===== src/source/issue_pkg.sv =====
package issue_pkg;

  // ------------------------------------------------------------------
  // Instruction classes and decoded operation flags
  // ------------------------------------------------------------------

  typedef enum logic [2:0] {
    op_alu,
    op_load,
    op_store,
    op_branch,
    op_csr_rw,
    op_fpu,
    op_fload,
    op_fstore
  } op_kind_e;

  typedef struct packed {
    logic rden1;
    logic rden2;
    logic wren;
    logic fwren;
    logic frden1;
    logic frden2;
    logic frden3;
    logic crden;
    logic cwren;
    logic fpu;
    logic fpuf;     // Updates fflags
    logic fload;
    logic fstore;
    logic load;
  } op_flags_t;

  typedef struct packed {
    logic        valid;
    op_kind_e    kind;
    op_flags_t   op;
    logic [4:0]  raddr1;
    logic [4:0]  raddr2;
    logic [4:0]  raddr3;
    logic [4:0]  waddr;
    logic [11:0] caddr;
    logic [2:0]  rm;
    logic [1:0]  fmt;
    logic [31:0] cdata;
  } instr_t;

  typedef struct packed {
    logic   stall;
    instr_t instr0;
    instr_t instr1;
  } stage_info_t;

  typedef struct packed {
    logic       rden1;
    logic       rden2;
    logic [4:0] raddr1;
    logic [4:0] raddr2;
  } reg_read_t;

  typedef struct packed {
    logic        crden;
    logic [11:0] craddr;
  } csr_read_t;

  typedef struct packed {
    instr_t instr0;
    instr_t instr1;
    logic   swap;    // instr0 is the deferred second slot
    logic   stall;
  } issue_out_t;

  // ------------------------------------------------------------------
  // CSR addresses and init values
  // ------------------------------------------------------------------

  localparam logic [11:0] csr_fflags  = 12'h001;
  localparam logic [11:0] csr_frm     = 12'h002;
  localparam logic [11:0] csr_fcsr    = 12'h003;
  localparam logic [11:0] csr_mstatus = 12'h300;

  localparam logic [2:0] rm_dynamic = 3'b111;

  localparam op_flags_t  init_operation   = '0;
  localparam instr_t     init_instruction = '0;
  localparam issue_out_t init_issue_out   = '0;

endpackage


===== src/source/hazard_pair.sv =====
`timescale 1ns/1ps

module hazard_pair (
  input  logic              clock,
  input  logic              reset,
  input  issue_pkg::instr_t in0,
  input  issue_pkg::instr_t in1,
  input  logic              flush,
  output issue_pkg::instr_t out0,
  output issue_pkg::instr_t out1,
  output logic              swap,
  output logic              stall
);
  import issue_pkg::*;

  instr_t buf_instr;
  logic   buf_valid;
  logic   raw_dep;
  logic   mem_pair;
  logic   solo_kind;
  logic   defer;

  function automatic logic is_mem(instr_t i);
    return i.op.load | i.op.fload | i.op.fstore | (i.kind == op_store);
  endfunction

  // ------------------------------------------------------------------
  // Pairing rules
  // ------------------------------------------------------------------

  always_comb begin
    raw_dep = in0.op.wren && (in0.waddr != 5'd0) &&
              ((in1.op.rden1 && (in1.raddr1 == in0.waddr)) ||
               (in1.op.rden2 && (in1.raddr2 == in0.waddr)));
    mem_pair = is_mem(in0) && is_mem(in1);  // Single memory port
    solo_kind = (in1.kind == op_csr_rw) || in1.op.fpu || in1.op.fload || in1.op.fstore;
    defer = !buf_valid && in0.valid && in1.valid && (raw_dep || mem_pair || solo_kind);
  end

  always_comb begin
    out0 = in0;
    out1 = in1;
    swap = 1'b0;
    stall = 1'b0;
    if (buf_valid) begin
      out0 = buf_instr;          // Second half goes out alone
      out1 = init_instruction;
      swap = 1'b1;
    end else if (defer) begin
      out1 = init_instruction;
      stall = 1'b1;
    end
  end

  always_ff @(posedge clock) begin
    if (reset == 1'b0) begin
      buf_valid <= 1'b0;
    end else if (flush) begin
      buf_valid <= 1'b0;
    end else begin
      buf_valid <= defer;        // Drains after one cycle
    end
  end

  always_ff @(posedge clock) begin
    if (defer) begin
      buf_instr <= in1;
    end
  end

endmodule


===== src/source/int_regfile.sv =====
`timescale 1ns/1ps

module int_regfile (
  input  logic                 clock,
  input  logic                 reset,
  input  issue_pkg::reg_read_t rin0,
  input  issue_pkg::reg_read_t rin1,
  input  logic                 wren,
  input  logic [4:0]           waddr,
  input  logic [31:0]          wdata,
  output logic [31:0]          rdata0_1,
  output logic [31:0]          rdata0_2,
  output logic [31:0]          rdata1_1,
  output logic [31:0]          rdata1_2
);

  logic [31:0] regs [0:31];

  // Asynchronous reads, x0 and disabled ports give zero
  assign rdata0_1 = (rin0.rden1 && (rin0.raddr1 != 5'd0)) ? regs[rin0.raddr1] : 32'd0;
  assign rdata0_2 = (rin0.rden2 && (rin0.raddr2 != 5'd0)) ? regs[rin0.raddr2] : 32'd0;
  assign rdata1_1 = (rin1.rden1 && (rin1.raddr1 != 5'd0)) ? regs[rin1.raddr1] : 32'd0;
  assign rdata1_2 = (rin1.rden2 && (rin1.raddr2 != 5'd0)) ? regs[rin1.raddr2] : 32'd0;

  always_ff @(posedge clock) begin
    if (reset && wren && (waddr != 5'd0)) begin  // Writes blocked in reset
      regs[waddr] <= wdata;
    end
  end

endmodule


===== src/source/csr_file.sv =====
`timescale 1ns/1ps

module csr_file (
  input  logic        clock,
  input  logic        reset,
  input  logic [11:0] craddr,
  input  logic        crden,
  input  logic        wren,
  input  logic [11:0] waddr,
  input  logic [31:0] wdata,
  output logic [1:0]  fs,
  output logic [2:0]  frm,
  output logic [31:0] cdata
);
  import issue_pkg::*;

  logic [1:0] fs_q;
  logic [2:0] frm_q;
  logic [4:0] fflags_q;

  assign fs = fs_q;
  assign frm = frm_q;

  always_comb begin
    cdata = 32'd0;
    if (crden) begin
      case (craddr)
        csr_fflags:  cdata = {27'd0, fflags_q};
        csr_frm:     cdata = {29'd0, frm_q};
        csr_fcsr:    cdata = {24'd0, frm_q, fflags_q};
        csr_mstatus: cdata = {17'd0, fs_q, 13'd0};  // fs at bits 14:13
        default:     cdata = 32'd0;
      endcase
    end
  end

  always_ff @(posedge clock) begin
    if (reset == 1'b0) begin
      fs_q <= 2'b00;               // FP unit off
      frm_q <= 3'b000;
      fflags_q <= 5'b00000;
    end else if (wren) begin
      case (waddr)
        csr_fflags:  fflags_q <= wdata[4:0];
        csr_frm:     frm_q <= wdata[2:0];
        csr_fcsr:    {frm_q, fflags_q} <= wdata[7:0];
        csr_mstatus: fs_q <= wdata[14:13];
        default:     ;
      endcase
    end
  end

endmodule


===== src/source/issue_stage.sv =====
`timescale 1ns/1ps

module issue_stage (
  input  logic                   clock,
  input  logic                   reset,
  input  issue_pkg::instr_t      dec_instr0,
  input  issue_pkg::instr_t      dec_instr1,
  input  issue_pkg::stage_info_t ex_info,
  input  issue_pkg::stage_info_t mem_info,
  input  logic                   trap,
  input  logic                   pred_miss,
  input  issue_pkg::instr_t      haz_out0,
  input  issue_pkg::instr_t      haz_out1,
  input  logic                   haz_swap,
  input  logic                   haz_stall,
  output issue_pkg::instr_t      haz_in0,
  output issue_pkg::instr_t      haz_in1,
  output logic                   haz_flush,
  input  logic [1:0]             fs,
  input  logic [2:0]             frm,
  input  logic [31:0]            cdata,
  output issue_pkg::csr_read_t   csr_rin,
  output issue_pkg::reg_read_t   reg_rin0,
  output issue_pkg::reg_read_t   reg_rin1,
  output issue_pkg::issue_out_t  y,
  output issue_pkg::issue_out_t  q
);
  import issue_pkg::*;

  issue_out_t r;
  issue_out_t v;
  logic       clear;
  logic       csr_wait;
  logic       flag_wait;
  logic       use_wait;
  logic       hold;

  function automatic instr_t mask_fp(instr_t i);
    instr_t m;
    m = i;
    m.op.fwren = 1'b0;
    m.op.frden1 = 1'b0;
    m.op.frden2 = 1'b0;
    m.op.frden3 = 1'b0;
    m.op.fpu = 1'b0;
    m.op.fpuf = 1'b0;
    m.op.fload = 1'b0;
    m.op.fstore = 1'b0;
    m.fmt = 2'b00;
    m.rm = 3'b000;
    return m;
  endfunction

  // Load in execute feeding a source of i
  function automatic logic load_use(instr_t e, instr_t i);
    logic int_hit;
    logic fp_hit;
    int_hit = (i.op.rden1 && (i.raddr1 == e.waddr)) || (i.op.rden2 && (i.raddr2 == e.waddr));
    fp_hit = (i.op.frden1 && (i.raddr1 == e.waddr)) ||
             (i.op.frden2 && (i.raddr2 == e.waddr)) ||
             (i.op.frden3 && (i.raddr3 == e.waddr));
    return (e.op.load && int_hit) || (e.op.fload && fp_hit);
  endfunction

  assign haz_in0 = dec_instr0;
  assign haz_in1 = dec_instr1;
  assign csr_rin.crden = haz_out0.op.crden;
  assign csr_rin.craddr = haz_out0.caddr;

  // ------------------------------------------------------------------
  // Issue decision
  // ------------------------------------------------------------------

  always_comb begin
    v.instr0 = haz_out0;
    v.instr1 = haz_out1;
    v.swap = haz_swap;
    v.stall = haz_stall;
    if (fs == 2'b00) begin
      v.instr0 = mask_fp(v.instr0);
      v.instr1 = mask_fp(v.instr1);
    end
    if (v.instr0.rm == rm_dynamic) v.instr0.rm = frm;
    if (v.instr1.rm == rm_dynamic) v.instr1.rm = frm;
    v.instr0.cdata = cdata;

    csr_wait = ex_info.instr0.op.cwren | ex_info.instr1.op.cwren |
               mem_info.instr0.op.cwren | mem_info.instr1.op.cwren;
    flag_wait = v.instr0.op.crden &&
                ((v.instr0.caddr == csr_fflags) || (v.instr0.caddr == csr_fcsr)) &&
                (ex_info.instr0.op.fpuf | ex_info.instr1.op.fpuf |
                 mem_info.instr0.op.fpuf | mem_info.instr1.op.fpuf);
    use_wait = load_use(ex_info.instr0, v.instr0) | load_use(ex_info.instr1, v.instr0) |
               load_use(ex_info.instr0, v.instr1) | load_use(ex_info.instr1, v.instr1);
    hold = csr_wait | flag_wait | use_wait | ex_info.stall | mem_info.stall;

    if (hold) begin
      v.instr0.op = init_operation;   // Bubble
      v.instr1.op = init_operation;
      v.stall = 1'b1;
    end

    clear = trap | pred_miss;
    if (clear) v = init_issue_out;
    haz_flush = clear | hold;
  end

  assign y = v;
  assign q = r;

  always_comb begin
    reg_rin0.rden1 = r.instr0.op.rden1;
    reg_rin0.rden2 = r.instr0.op.rden2;
    reg_rin0.raddr1 = r.instr0.raddr1;
    reg_rin0.raddr2 = r.instr0.raddr2;
    reg_rin1.rden1 = r.instr1.op.rden1;
    reg_rin1.rden2 = r.instr1.op.rden2;
    reg_rin1.raddr1 = r.instr1.raddr1;
    reg_rin1.raddr2 = r.instr1.raddr2;
  end

  always_ff @(posedge clock) begin
    if (reset == 1'b0) begin
      r <= init_issue_out;
    end else begin
      r <= v;
    end
  end

endmodule


===== src/source/issue_top.sv =====
`timescale 1ns/1ps

module issue_top (
  input  logic                   clock,
  input  logic                   reset,
  input  issue_pkg::instr_t      dec_instr0,
  input  issue_pkg::instr_t      dec_instr1,
  input  issue_pkg::stage_info_t ex_info,
  input  issue_pkg::stage_info_t mem_info,
  input  logic                   trap,
  input  logic                   pred_miss,
  input  logic                   wb_wren,
  input  logic [4:0]             wb_waddr,
  input  logic [31:0]            wb_wdata,
  input  logic                   csr_wren,
  input  logic [11:0]            csr_waddr,
  input  logic [31:0]            csr_wdata,
  output issue_pkg::issue_out_t  issue_q,
  output logic [31:0]            rdata0_1,
  output logic [31:0]            rdata0_2,
  output logic [31:0]            rdata1_1,
  output logic [31:0]            rdata1_2,
  output logic                   stall_out
);
  import issue_pkg::*;

  instr_t     haz_in0;
  instr_t     haz_in1;
  instr_t     haz_out0;
  instr_t     haz_out1;
  logic       haz_flush;
  logic       haz_swap;
  logic       haz_stall;
  logic [1:0] fs;
  logic [2:0] frm;
  logic [31:0] cdata;
  csr_read_t  csr_rin;
  reg_read_t  reg_rin0;
  reg_read_t  reg_rin1;
  issue_out_t y;

  assign stall_out = y.stall;

  issue_stage u_issue_stage (
    .clock(clock), .reset(reset),
    .dec_instr0(dec_instr0), .dec_instr1(dec_instr1),
    .ex_info(ex_info), .mem_info(mem_info),
    .trap(trap), .pred_miss(pred_miss),
    .haz_out0(haz_out0), .haz_out1(haz_out1),
    .haz_swap(haz_swap), .haz_stall(haz_stall),
    .haz_in0(haz_in0), .haz_in1(haz_in1), .haz_flush(haz_flush),
    .fs(fs), .frm(frm), .cdata(cdata),
    .csr_rin(csr_rin), .reg_rin0(reg_rin0), .reg_rin1(reg_rin1),
    .y(y), .q(issue_q)
  );

  hazard_pair u_hazard_pair (
    .clock(clock), .reset(reset),
    .in0(haz_in0), .in1(haz_in1), .flush(haz_flush),
    .out0(haz_out0), .out1(haz_out1), .swap(haz_swap), .stall(haz_stall)
  );

  int_regfile u_int_regfile (
    .clock(clock), .reset(reset),
    .rin0(reg_rin0), .rin1(reg_rin1),
    .wren(wb_wren), .waddr(wb_waddr), .wdata(wb_wdata),
    .rdata0_1(rdata0_1), .rdata0_2(rdata0_2),
    .rdata1_1(rdata1_1), .rdata1_2(rdata1_2)
  );

  csr_file u_csr_file (
    .clock(clock), .reset(reset),
    .craddr(csr_rin.craddr), .crden(csr_rin.crden),
    .wren(csr_wren), .waddr(csr_waddr), .wdata(csr_wdata),
    .fs(fs), .frm(frm), .cdata(cdata)
  );

endmodule


===== config.mk =====
export PLATFORM = sky130hd
export DESIGN_NAME = issue_top
export DESIGN_NICKNAME = d
export VERILOG_FILES = /design/src/source/issue_pkg.sv /design/src/source/hazard_pair.sv /design/src/source/int_regfile.sv /design/src/source/csr_file.sv /design/src/source/issue_stage.sv /design/src/source/issue_top.sv
export SDC_FILE = /design/constraint.sdc
export NUM_CORES = 2
export LEC_CHECK = 0
export BUFFER_PORTS_ARGS = -buffer_cell sky130_fd_sc_hd__buf_2
export CAP_MARGIN = 20
export CELL_PAD_IN_SITES_DETAIL_PLACEMENT = 0
export CELL_PAD_IN_SITES_GLOBAL_PLACEMENT = 1
export CORE_ASPECT_RATIO = 1.4
export CORE_MARGIN = 4
export CORE_UTILIZATION = 41
export CTS_BUF_LIST = sky130_fd_sc_hd__clkbuf_4
export DETAILED_ROUTE_END_ITERATION = 6
export PLACE_DENSITY = 0.73
export SLEW_MARGIN = 20
export SYNTH_ARGS = -nofsm -noshare
export SYNTH_HDL_FRONTEND = slang
export SYNTH_SLANG_ARGS = --single-unit

===== constraint.sdc =====
create_clock -name clock -period 8.8 [get_ports clock]
set_input_delay 0.44 -clock clock [delete_from_list [all_inputs] [get_ports clock]]
set_output_delay 0.44 -clock clock [all_outputs]
set_load 0.01 [all_outputs]

# Yosys cells after proc, flatten, opt, wreduce, memory -nomap -nowiden
# Memory sizes are Yosys's and may differ from the RTL's. A register that Yosys moved wholly into a read port is not among the register bits.
# Cells that the tools add are included.
dict set report word_totals {
  register_bits 274
  ram_bits 1024
  output_inout_bits 305
  word_cells 242
  memories 1
}
dict set report op_classes {
  eq_ne 29
  muxes 23
  n_bitwise 23
  n_reduce_logical 88
}
# memory depth word_bits rd rd_ports_with_merged_regs wr line
set mem_list {}
lappend mem_list {u_int_regfile.regs 32 32 4 4 1 int_regfile.sv:17} ;# logic [31:0] regs [0:31];
# operator count
set ops {}
lappend ops {{$mux 87} 3}
lappend ops {{$mux 167} 1}
lappend ops {{$mux 32} 4}
lappend ops {{$eq 5x5->1} 14}
lappend ops {{$eq 12x2->1 const B} 5}
lappend ops {{$pmux 15 s4} 1}
lappend ops {{$logic_and 1x1->1} 44}
lappend ops {{$eq 12x1->1 const B} 3}
lappend ops {{$reduce_bool 5->1} 6}
lappend ops {{$eq 12x10->1 const B} 2}
lappend ops {{$logic_or 1x1->1} 23}
lappend ops {{$or 1x1->1} 21}
lappend ops {{$mux 5} 4}
lappend ops {{$eq 3x3->1 const B} 3}
lappend ops {{$reduce_or 3->1} 3}
lappend ops {{$mux 1} 7}
lappend ops {{$eq 3x2->1 const B} 2}
lappend ops {{$mux 3} 2}
lappend ops {{$pmux 3 s2} 1}
lappend ops {{$reduce_and 2->1} 3}
lappend ops {{$reduce_or 2->1} 3}
lappend ops {{$reduce_or 6->1} 1}
lappend ops {{$reduce_or 5->1} 1}
lappend ops {{$reduce_or 4->1} 1}
lappend ops {{4 further kinds} 5}

# Logic depth before layout (Yosys ltp)
dict set report logic_depth {
  ltp_word 24
  depth_mapped 13
}

# Cells and area by module
# From an unflattened synthesis, not the netlist that was laid out.
dict set report hier_totals {
  cells_unflattened 4945
  hier_area_um2 77221.6
}
# module instances cells_per_inst area_each_um2
set modules_own_cells {}
lappend modules_own_cells {int_regfile 1 3578 63260.7}
lappend modules_own_cells {issue_stage 1 939 8563.2}
lappend modules_own_cells {hazard_pair 1 316 4514.3}
lappend modules_own_cells {csr_file 1 112 883.3}

# Least setup slack after synthesis
# OpenSTA, ideal clock, no wires.
dict set report synth_path {
  kind {input -> output}
  from {input dec_instr1[63] (netlist name)}
  to {output stall_out}
  t_arrival_ns 4.600
  t_required_ns 8.360
  setup_slack_ns 3.760
  stages 11
  n_path_buf 2
  path_cell_list {buf_2 > xor2_1 > nor4_1 > a32oi_1 > nor2b_1 > nor3_1 > nor2_1 > nor2_1 > and3_1 > buf_2 > o31a_1}
}
dict set report synth_via {
  elab_chain_len 23
  elab_cells_between_ends 47
}
# item line
set synth_rtl {}
lappend synth_rtl {{from (decl)} issue_top.sv:7} ;# input issue_pkg::instr_t dec_instr1,
lappend synth_rtl {{$eq 5x5->1 (*)} hazard_pair.sv:34} ;# (in1.op.rden2 && (in1.raddr2 == in0.waddr)));
lappend synth_rtl {{$logic_and 1x1->1 (*)} hazard_pair.sv:34}
lappend synth_rtl {{$logic_or 1x1->1 (*)} hazard_pair.sv:33} ;# ((in1.op.rden1 && (in1.raddr1 == in0.waddr)) ||
lappend synth_rtl {{$logic_and 1x1->1 (*)} hazard_pair.sv:32} ;# raw_dep = in0.op.wren && (in0.waddr != 5'd0) &&
lappend synth_rtl {{$logic_or 1x1->1 (*) (2 in series)} hazard_pair.sv:37} ;# defer = !buf_valid && in0.valid && in1.valid && (raw_dep || mem_pair || solo_kind);
lappend synth_rtl {{$logic_and 1x1->1 (*)} hazard_pair.sv:37}
lappend synth_rtl {{via u_hazard_pair.defer} hazard_pair.sv:21} ;# logic defer;
lappend synth_rtl {{$mux 87} hazard_pair.sv:49} ;# end else if (defer) begin
lappend synth_rtl {{[... 5 more ...]} n/a}
lappend synth_rtl {{$logic_or 1x1->1} issue_stage.sv:60} ;# (i.op.frden2 && (i.raddr2 == e.waddr)) ||
lappend synth_rtl {{$logic_and 1x1->1} issue_stage.sv:62} ;# return (e.op.load && int_hit) || (e.op.fload && fp_hit);
lappend synth_rtl {{$logic_or 1x1->1} issue_stage.sv:62}
lappend synth_rtl {{$or 1x1->1} issue_stage.sv:93} ;# use_wait = load_use(ex_info.instr0, v.instr0) | load_use(ex_info.instr1, v.instr0) |
lappend synth_rtl {{$or 1x1->1} issue_stage.sv:94} ;# load_use(ex_info.instr0, v.instr1) | load_use(ex_info.instr1, v.instr1);
lappend synth_rtl {{$or 1x1->1 (3 in series)} issue_stage.sv:95} ;# hold = csr_wait | flag_wait | use_wait | ex_info.stall | mem_info.stall;
lappend synth_rtl {{$mux 1 (*)} issue_stage.sv:97} ;# if (hold) begin
lappend synth_rtl {{$mux 1 (*)} issue_stage.sv:104} ;# if (clear) v = init_issue_out;
lappend synth_rtl {{to (decl)} issue_top.sv:23} ;# output logic stall_out
# The timed path passes the listed nets; every way through them passes the cells marked *.

# Final worst setup path
dict set report layout_path {
  from {register u_hazard_pair.buf_valid}
  to {output stall_out}
}
dict set report layout_via {
  elab_chain_len 20
  elab_cells_between_ends 80
}
# item line
set layout_rtl {}
lappend layout_rtl {{from (decl)} hazard_pair.sv:17} ;# logic buf_valid;
lappend layout_rtl {{from (signal assigned)} hazard_pair.sv:61} ;# buf_valid <= defer;
lappend layout_rtl {{$logic_not 1->1} hazard_pair.sv:37}
lappend layout_rtl {{$logic_and 1x1->1 (3 in series)} hazard_pair.sv:37}
lappend layout_rtl {{$mux 87} hazard_pair.sv:49}
lappend layout_rtl {{$mux 87} hazard_pair.sv:45} ;# if (buf_valid) begin
lappend layout_rtl {{$mux 167} issue_stage.sv:79} ;# if (fs == 2'b00) begin
lappend layout_rtl {{$eq 5x5->1 (on tied branches)} {issue_stage.sv:58, issue_stage.sv:59, issue_stage.sv:60}}
lappend layout_rtl {{$logic_and 1x1->1 (on tied branches)} {issue_stage.sv:59, issue_stage.sv:60}}
lappend layout_rtl {{$logic_or 1x1->1} issue_stage.sv:59} ;# fp_hit = (i.op.frden1 && (i.raddr1 == e.waddr)) ||
lappend layout_rtl {{$logic_or 1x1->1} issue_stage.sv:60}
lappend layout_rtl {{$logic_and 1x1->1} issue_stage.sv:62}
lappend layout_rtl {{$logic_or 1x1->1} issue_stage.sv:62}
lappend layout_rtl {{$or 1x1->1} issue_stage.sv:93}
lappend layout_rtl {{$or 1x1->1} issue_stage.sv:94}
lappend layout_rtl {{$or 1x1->1 (3 in series)} issue_stage.sv:95}
lappend layout_rtl {{$mux 1 (*)} issue_stage.sv:97}
lappend layout_rtl {{$mux 1 (*)} issue_stage.sv:104}
# Mark *: on every way between the ends. The rest lies on a longest branch, timed or not.

==> results.sh <==
export IMPL_cp_end_kind="output port"
export IMPL_ys_flop_type="edfxtp_1"
export IMPL_grt_max_degree=118
export IMPL_r2r_end="u_issue_stage.q[76]"
export IMPL_report_final_setup_viol=0
export IMPL_clk_pin_slew_ps=80
export IMPL_path_max_fanout=37
export IMPL_worstHoldEndpoint="u_issue_stage.q[61]"
export IMPL_cts_setup_buffers=0
export IMPL_worst_setup_path_type="register to output port"
export IMPL_cts_buffers=334
export IMPL_coreArea_sq_um=174000
export IMPL_yosys_warnings=0
export IMPL_timing_fmax_ghz=0.136
export IMPL_netlist_area_sq_um=71800
export IMPL_synth_cell_types=57
export IMPL_met1_length_mm=94.2
export IMPL_max_clock_path_buffers=4
export IMPL_place_hpwl_mm=165
export IMPL_wl_met2_mm=137
export IMPL_start_util=0.413
export IMPL_min_path_type="input pin to register"
export IMPL_syn_avg_cell_area_sq_um=16.4
export IMPL_drt_iter0_markers=7431
export IMPL_seqPwrFrac=0.508
export IMPL_wl_met3_mm=36.8
export IMPL_cap_violations=0
export IMPL_worst_slew_pin_transition_ps=1200
export IMPL_synth_seq_cells=1244
export IMPL_p_clk_frac=0.392
export IMPL_crit_arrival_ps=6890
export IMPL_run_status="completed"
export IMPL_finalCritPeriodShare=0.833
export IMPL_ir_worst_vdd_v=0.000146
export IMPL_synth_top_area_cell="edfxtp_1"
export IMPL_grt_ovfl_total=0
export IMPL_track_usage=0.317
export IMPL_clkSinkCount=1244
export IMPL_fin_util=0.488
export IMPL_routedWlPerCell_um=37.2
export IMPL_power_leakage_nw=26.7
export IMPL_wl_mm=292
export IMPL_die_area_sq_um=182000
export IMPL_synthCells=4391
export IMPL_hp_start="dec_instr1[59]"
export IMPL_cts_resized=0
export IMPL_r2r_worst_path_cells=14
export IMPL_cts_tree="built"
export IMPL_hold_viol=0
export IMPL_synthArstFlopShare=0
export IMPL_core_rowCount=181
export IMPL_routed_top_layer="met5"
export IMPL_area_delta_synth_final_pct=18.2
export IMPL_fin_skew_ps=36.3
export IMPL_synth_top_area_frac=0.451
export IMPL_p_int_w=0.00958
export IMPL_portBuffers=513
export IMPL_final_nets=5944
export IMPL_die_h_um=503
export IMPL_via_count=53614
export IMPL_holdPathStages=3
export IMPL_share_comb_of_total_power=0.100
export IMPL_layout_drive_gt1_share=0.408
export IMPL_rrSetupSlack_ps=2620
export IMPL_die_x_um=362
export IMPL_ant_nets=0
export IMPL_grt_pass1_vias=55603
export IMPL_seq_area_frac_synth=0.497
export IMPL_rsz0062_at_grt="no"
export IMPL_grt_pass1_wl_mm=407
export IMPL_synth_edf_count=1079
export IMPL_ctsHtreeMaxLevel=5
export IMPL_switching_share=0.258
export IMPL_cts_hold_buffers_added=379
export IMPL_r2r_start="u_hazard_pair.buf_valid"
export IMPL_antenna_found_initial=27
export IMPL_critPathLaunchType="register"
export IMPL_boundaryPins=916
export IMPL_vias_per_cell=6.82
export IMPL_p_switching_w=0.00334
export IMPL_drv_slew=0
export IMPL_synth_area_top_cells="edfxtp_1, mux4_2, mux2i_1"
export IMPL_fin_tns_setup_ps=0
export IMPL_drcViolationCount=0
export IMPL_dr_pass1_iters=6
export IMPL_cp_required_ps=8360
export IMPL_power_per_cell_area_nw_per_um2=152
export IMPL_gp_congestion=0.927
export IMPL_fin_crit_ps=7330
export IMPL_clock_root_buffer="clkbuf_4"
export IMPL_clk_insertion_delay_late_ps=1290
export IMPL_slew_headroom=0.198
export IMPL_fillCellCount=14768
[cell families (layout without fill, tap and decap cells)]
family          Yosys count  count (layout)  synth area share
mux                    1515            1515             0.371
other cells               1              78         0.0000522
flops                  1244            1244             0.497
buf+inv                 463            1575            0.0264
xor+xnor                 65              65           0.00793
simple gates            524             524            0.0372
compound gates          579             579            0.0607
[cells in the mapped netlist, types with 7 or more instances]
cell	number
edfxtp_1	1079
mux4_2	898
mux2i_1	447
clkbuf_1	281
nor2_1	196
mux2_2	170
dfxtp_1	165
o22ai_1	127
buf_1	107
a221oi_1	96
o221ai_1	96
nor3_1	80
and2_1	76
a21oi_1	74
a211oi_1	54
buf_2	45
nand2_1	45
a211o_1	41
xnor2_1	37
a22o_1	31
xor2_1	28
nand2b_1	27
o211ai_1	27
nand3_1	23
buf_4	22
nor4_1	16
nor2b_1	13
nor4_2	12
nand4_1	8
o21ai_0	7
[how the worst max path moves through the flow]
stage                                 start        end  cells past startpoint
floorplan                    dec_instr1[63]  stall_out                     11
global placement             dec_instr0[84]  stall_out                     12
detailed placement           dec_instr0[84]  stall_out                     12
CTS                 u_hazard_pair.buf_valid  stall_out                     15
global route        u_hazard_pair.buf_valid  stall_out                     15
finish              u_hazard_pair.buf_valid  stall_out                     15
[state kept, by name, indices dropped and copies added (netlist names)]
signal and cells:
u_csr_file.fflags_q 5, u_csr_file.frm 3, u_csr_file.fs 2, u_hazard_pair.buf_instr 55, u_hazard_pair.buf_valid 1, u_int_regfile.regs 1024, u_issue_stage.q 154
[cells in the final DEF (no fill, tap or decap), types with 16 or more instances in the layout]
master            n
clkinv_1         82
nand3_1          23
a22o_1           31
o211ai_1         27
xnor2_1          37
clkinv_2         24
and2_1           76
o22ai_1         127
edfxtp_1       1079
conb_1           54
dlygate4sd3_1   379
nand2b_1         27
buf_4           107
a211o_1          41
mux2_2          170
mux4_2          898
nor4_1           16
o221ai_1         96
dfxtp_1         144
xor2_1           28
diode_2          24
mux2i_1         447
nor3_1           79
nor2_4           33
a221oi_1         96
a211oi_1         54
clkbuf_4        440
buf_2           513
nand2_1          40
nor2_1          163
a21oi_1          74
dfxtp_4          21
[metal layers]
layer | vias up | GRT usage
met5 | - | 0
met4 | 6 | 0.227
met3 | 1139 | 0.103
met2 | 4324 | 0.508
met1 | 27281 | 0.359
li1 | 20864 | -
[power by group through the flow]
stage                     sequential (W)  clock, W  combinational, W
final                            0.00656   0.00507           0.00129
after global routing             0.00656   0.00551           0.00134
after CTS                        0.00655   0.00516           0.00126
after detailed placement         0.00668         0           0.00113
after global placement           0.00668         0           0.00112
after floorplan                  0.00665         0          0.000693
[critical path: stages, from the launching register on]
cell,delay (ps)
dfxtp_4,810
buf_4,580
mux2i_1,560
xnor2_1,190
nor4_1,80
nand3_1,80
nand3_1,80
a22oi_1,180
dlygate4sd3_1,570
nand3_1,60
dlygate4sd3_1,560
or4_1,520
dlygate4sd3_1,570
buf_4,260
o31a_1,290
buf_2,140
[per-stage QoR]
stage / total power [W] / setup slack, ps / instance area [sq um] / hold WS, ps / cells
floorplan: 0.00734 / 3760 / 72000 / 430 / 4444
detailed placement: 0.00781 / 4170 / 77100 / 448 / 6905
global route: 0.0134 / 1140 / 84900 / -10.4 / 7853
global placement: 0.00780 / 4180 / 77100 / 447 / 6905
finish: 0.0129 / 1470 / 84900 / 123 / 7867
CTS: 0.0130 / 1370 / 84800 / 4.00 / 7843
[final cells by class]
type	count	area, sq um	share of cell area
flip-flops and latches	1244	35800	0.422
multi-input cells	2737	34800	0.410
repair buffers	1011	7400	0.0872
clock buffers	440	3300	0.0389
well taps	2287	2860	0.0337
clock inverters	119	661	0.00778
diodes	24	60.1	0.000707
inverters	5	18.8	0.000221
Power figures use the tool's default switching activity.
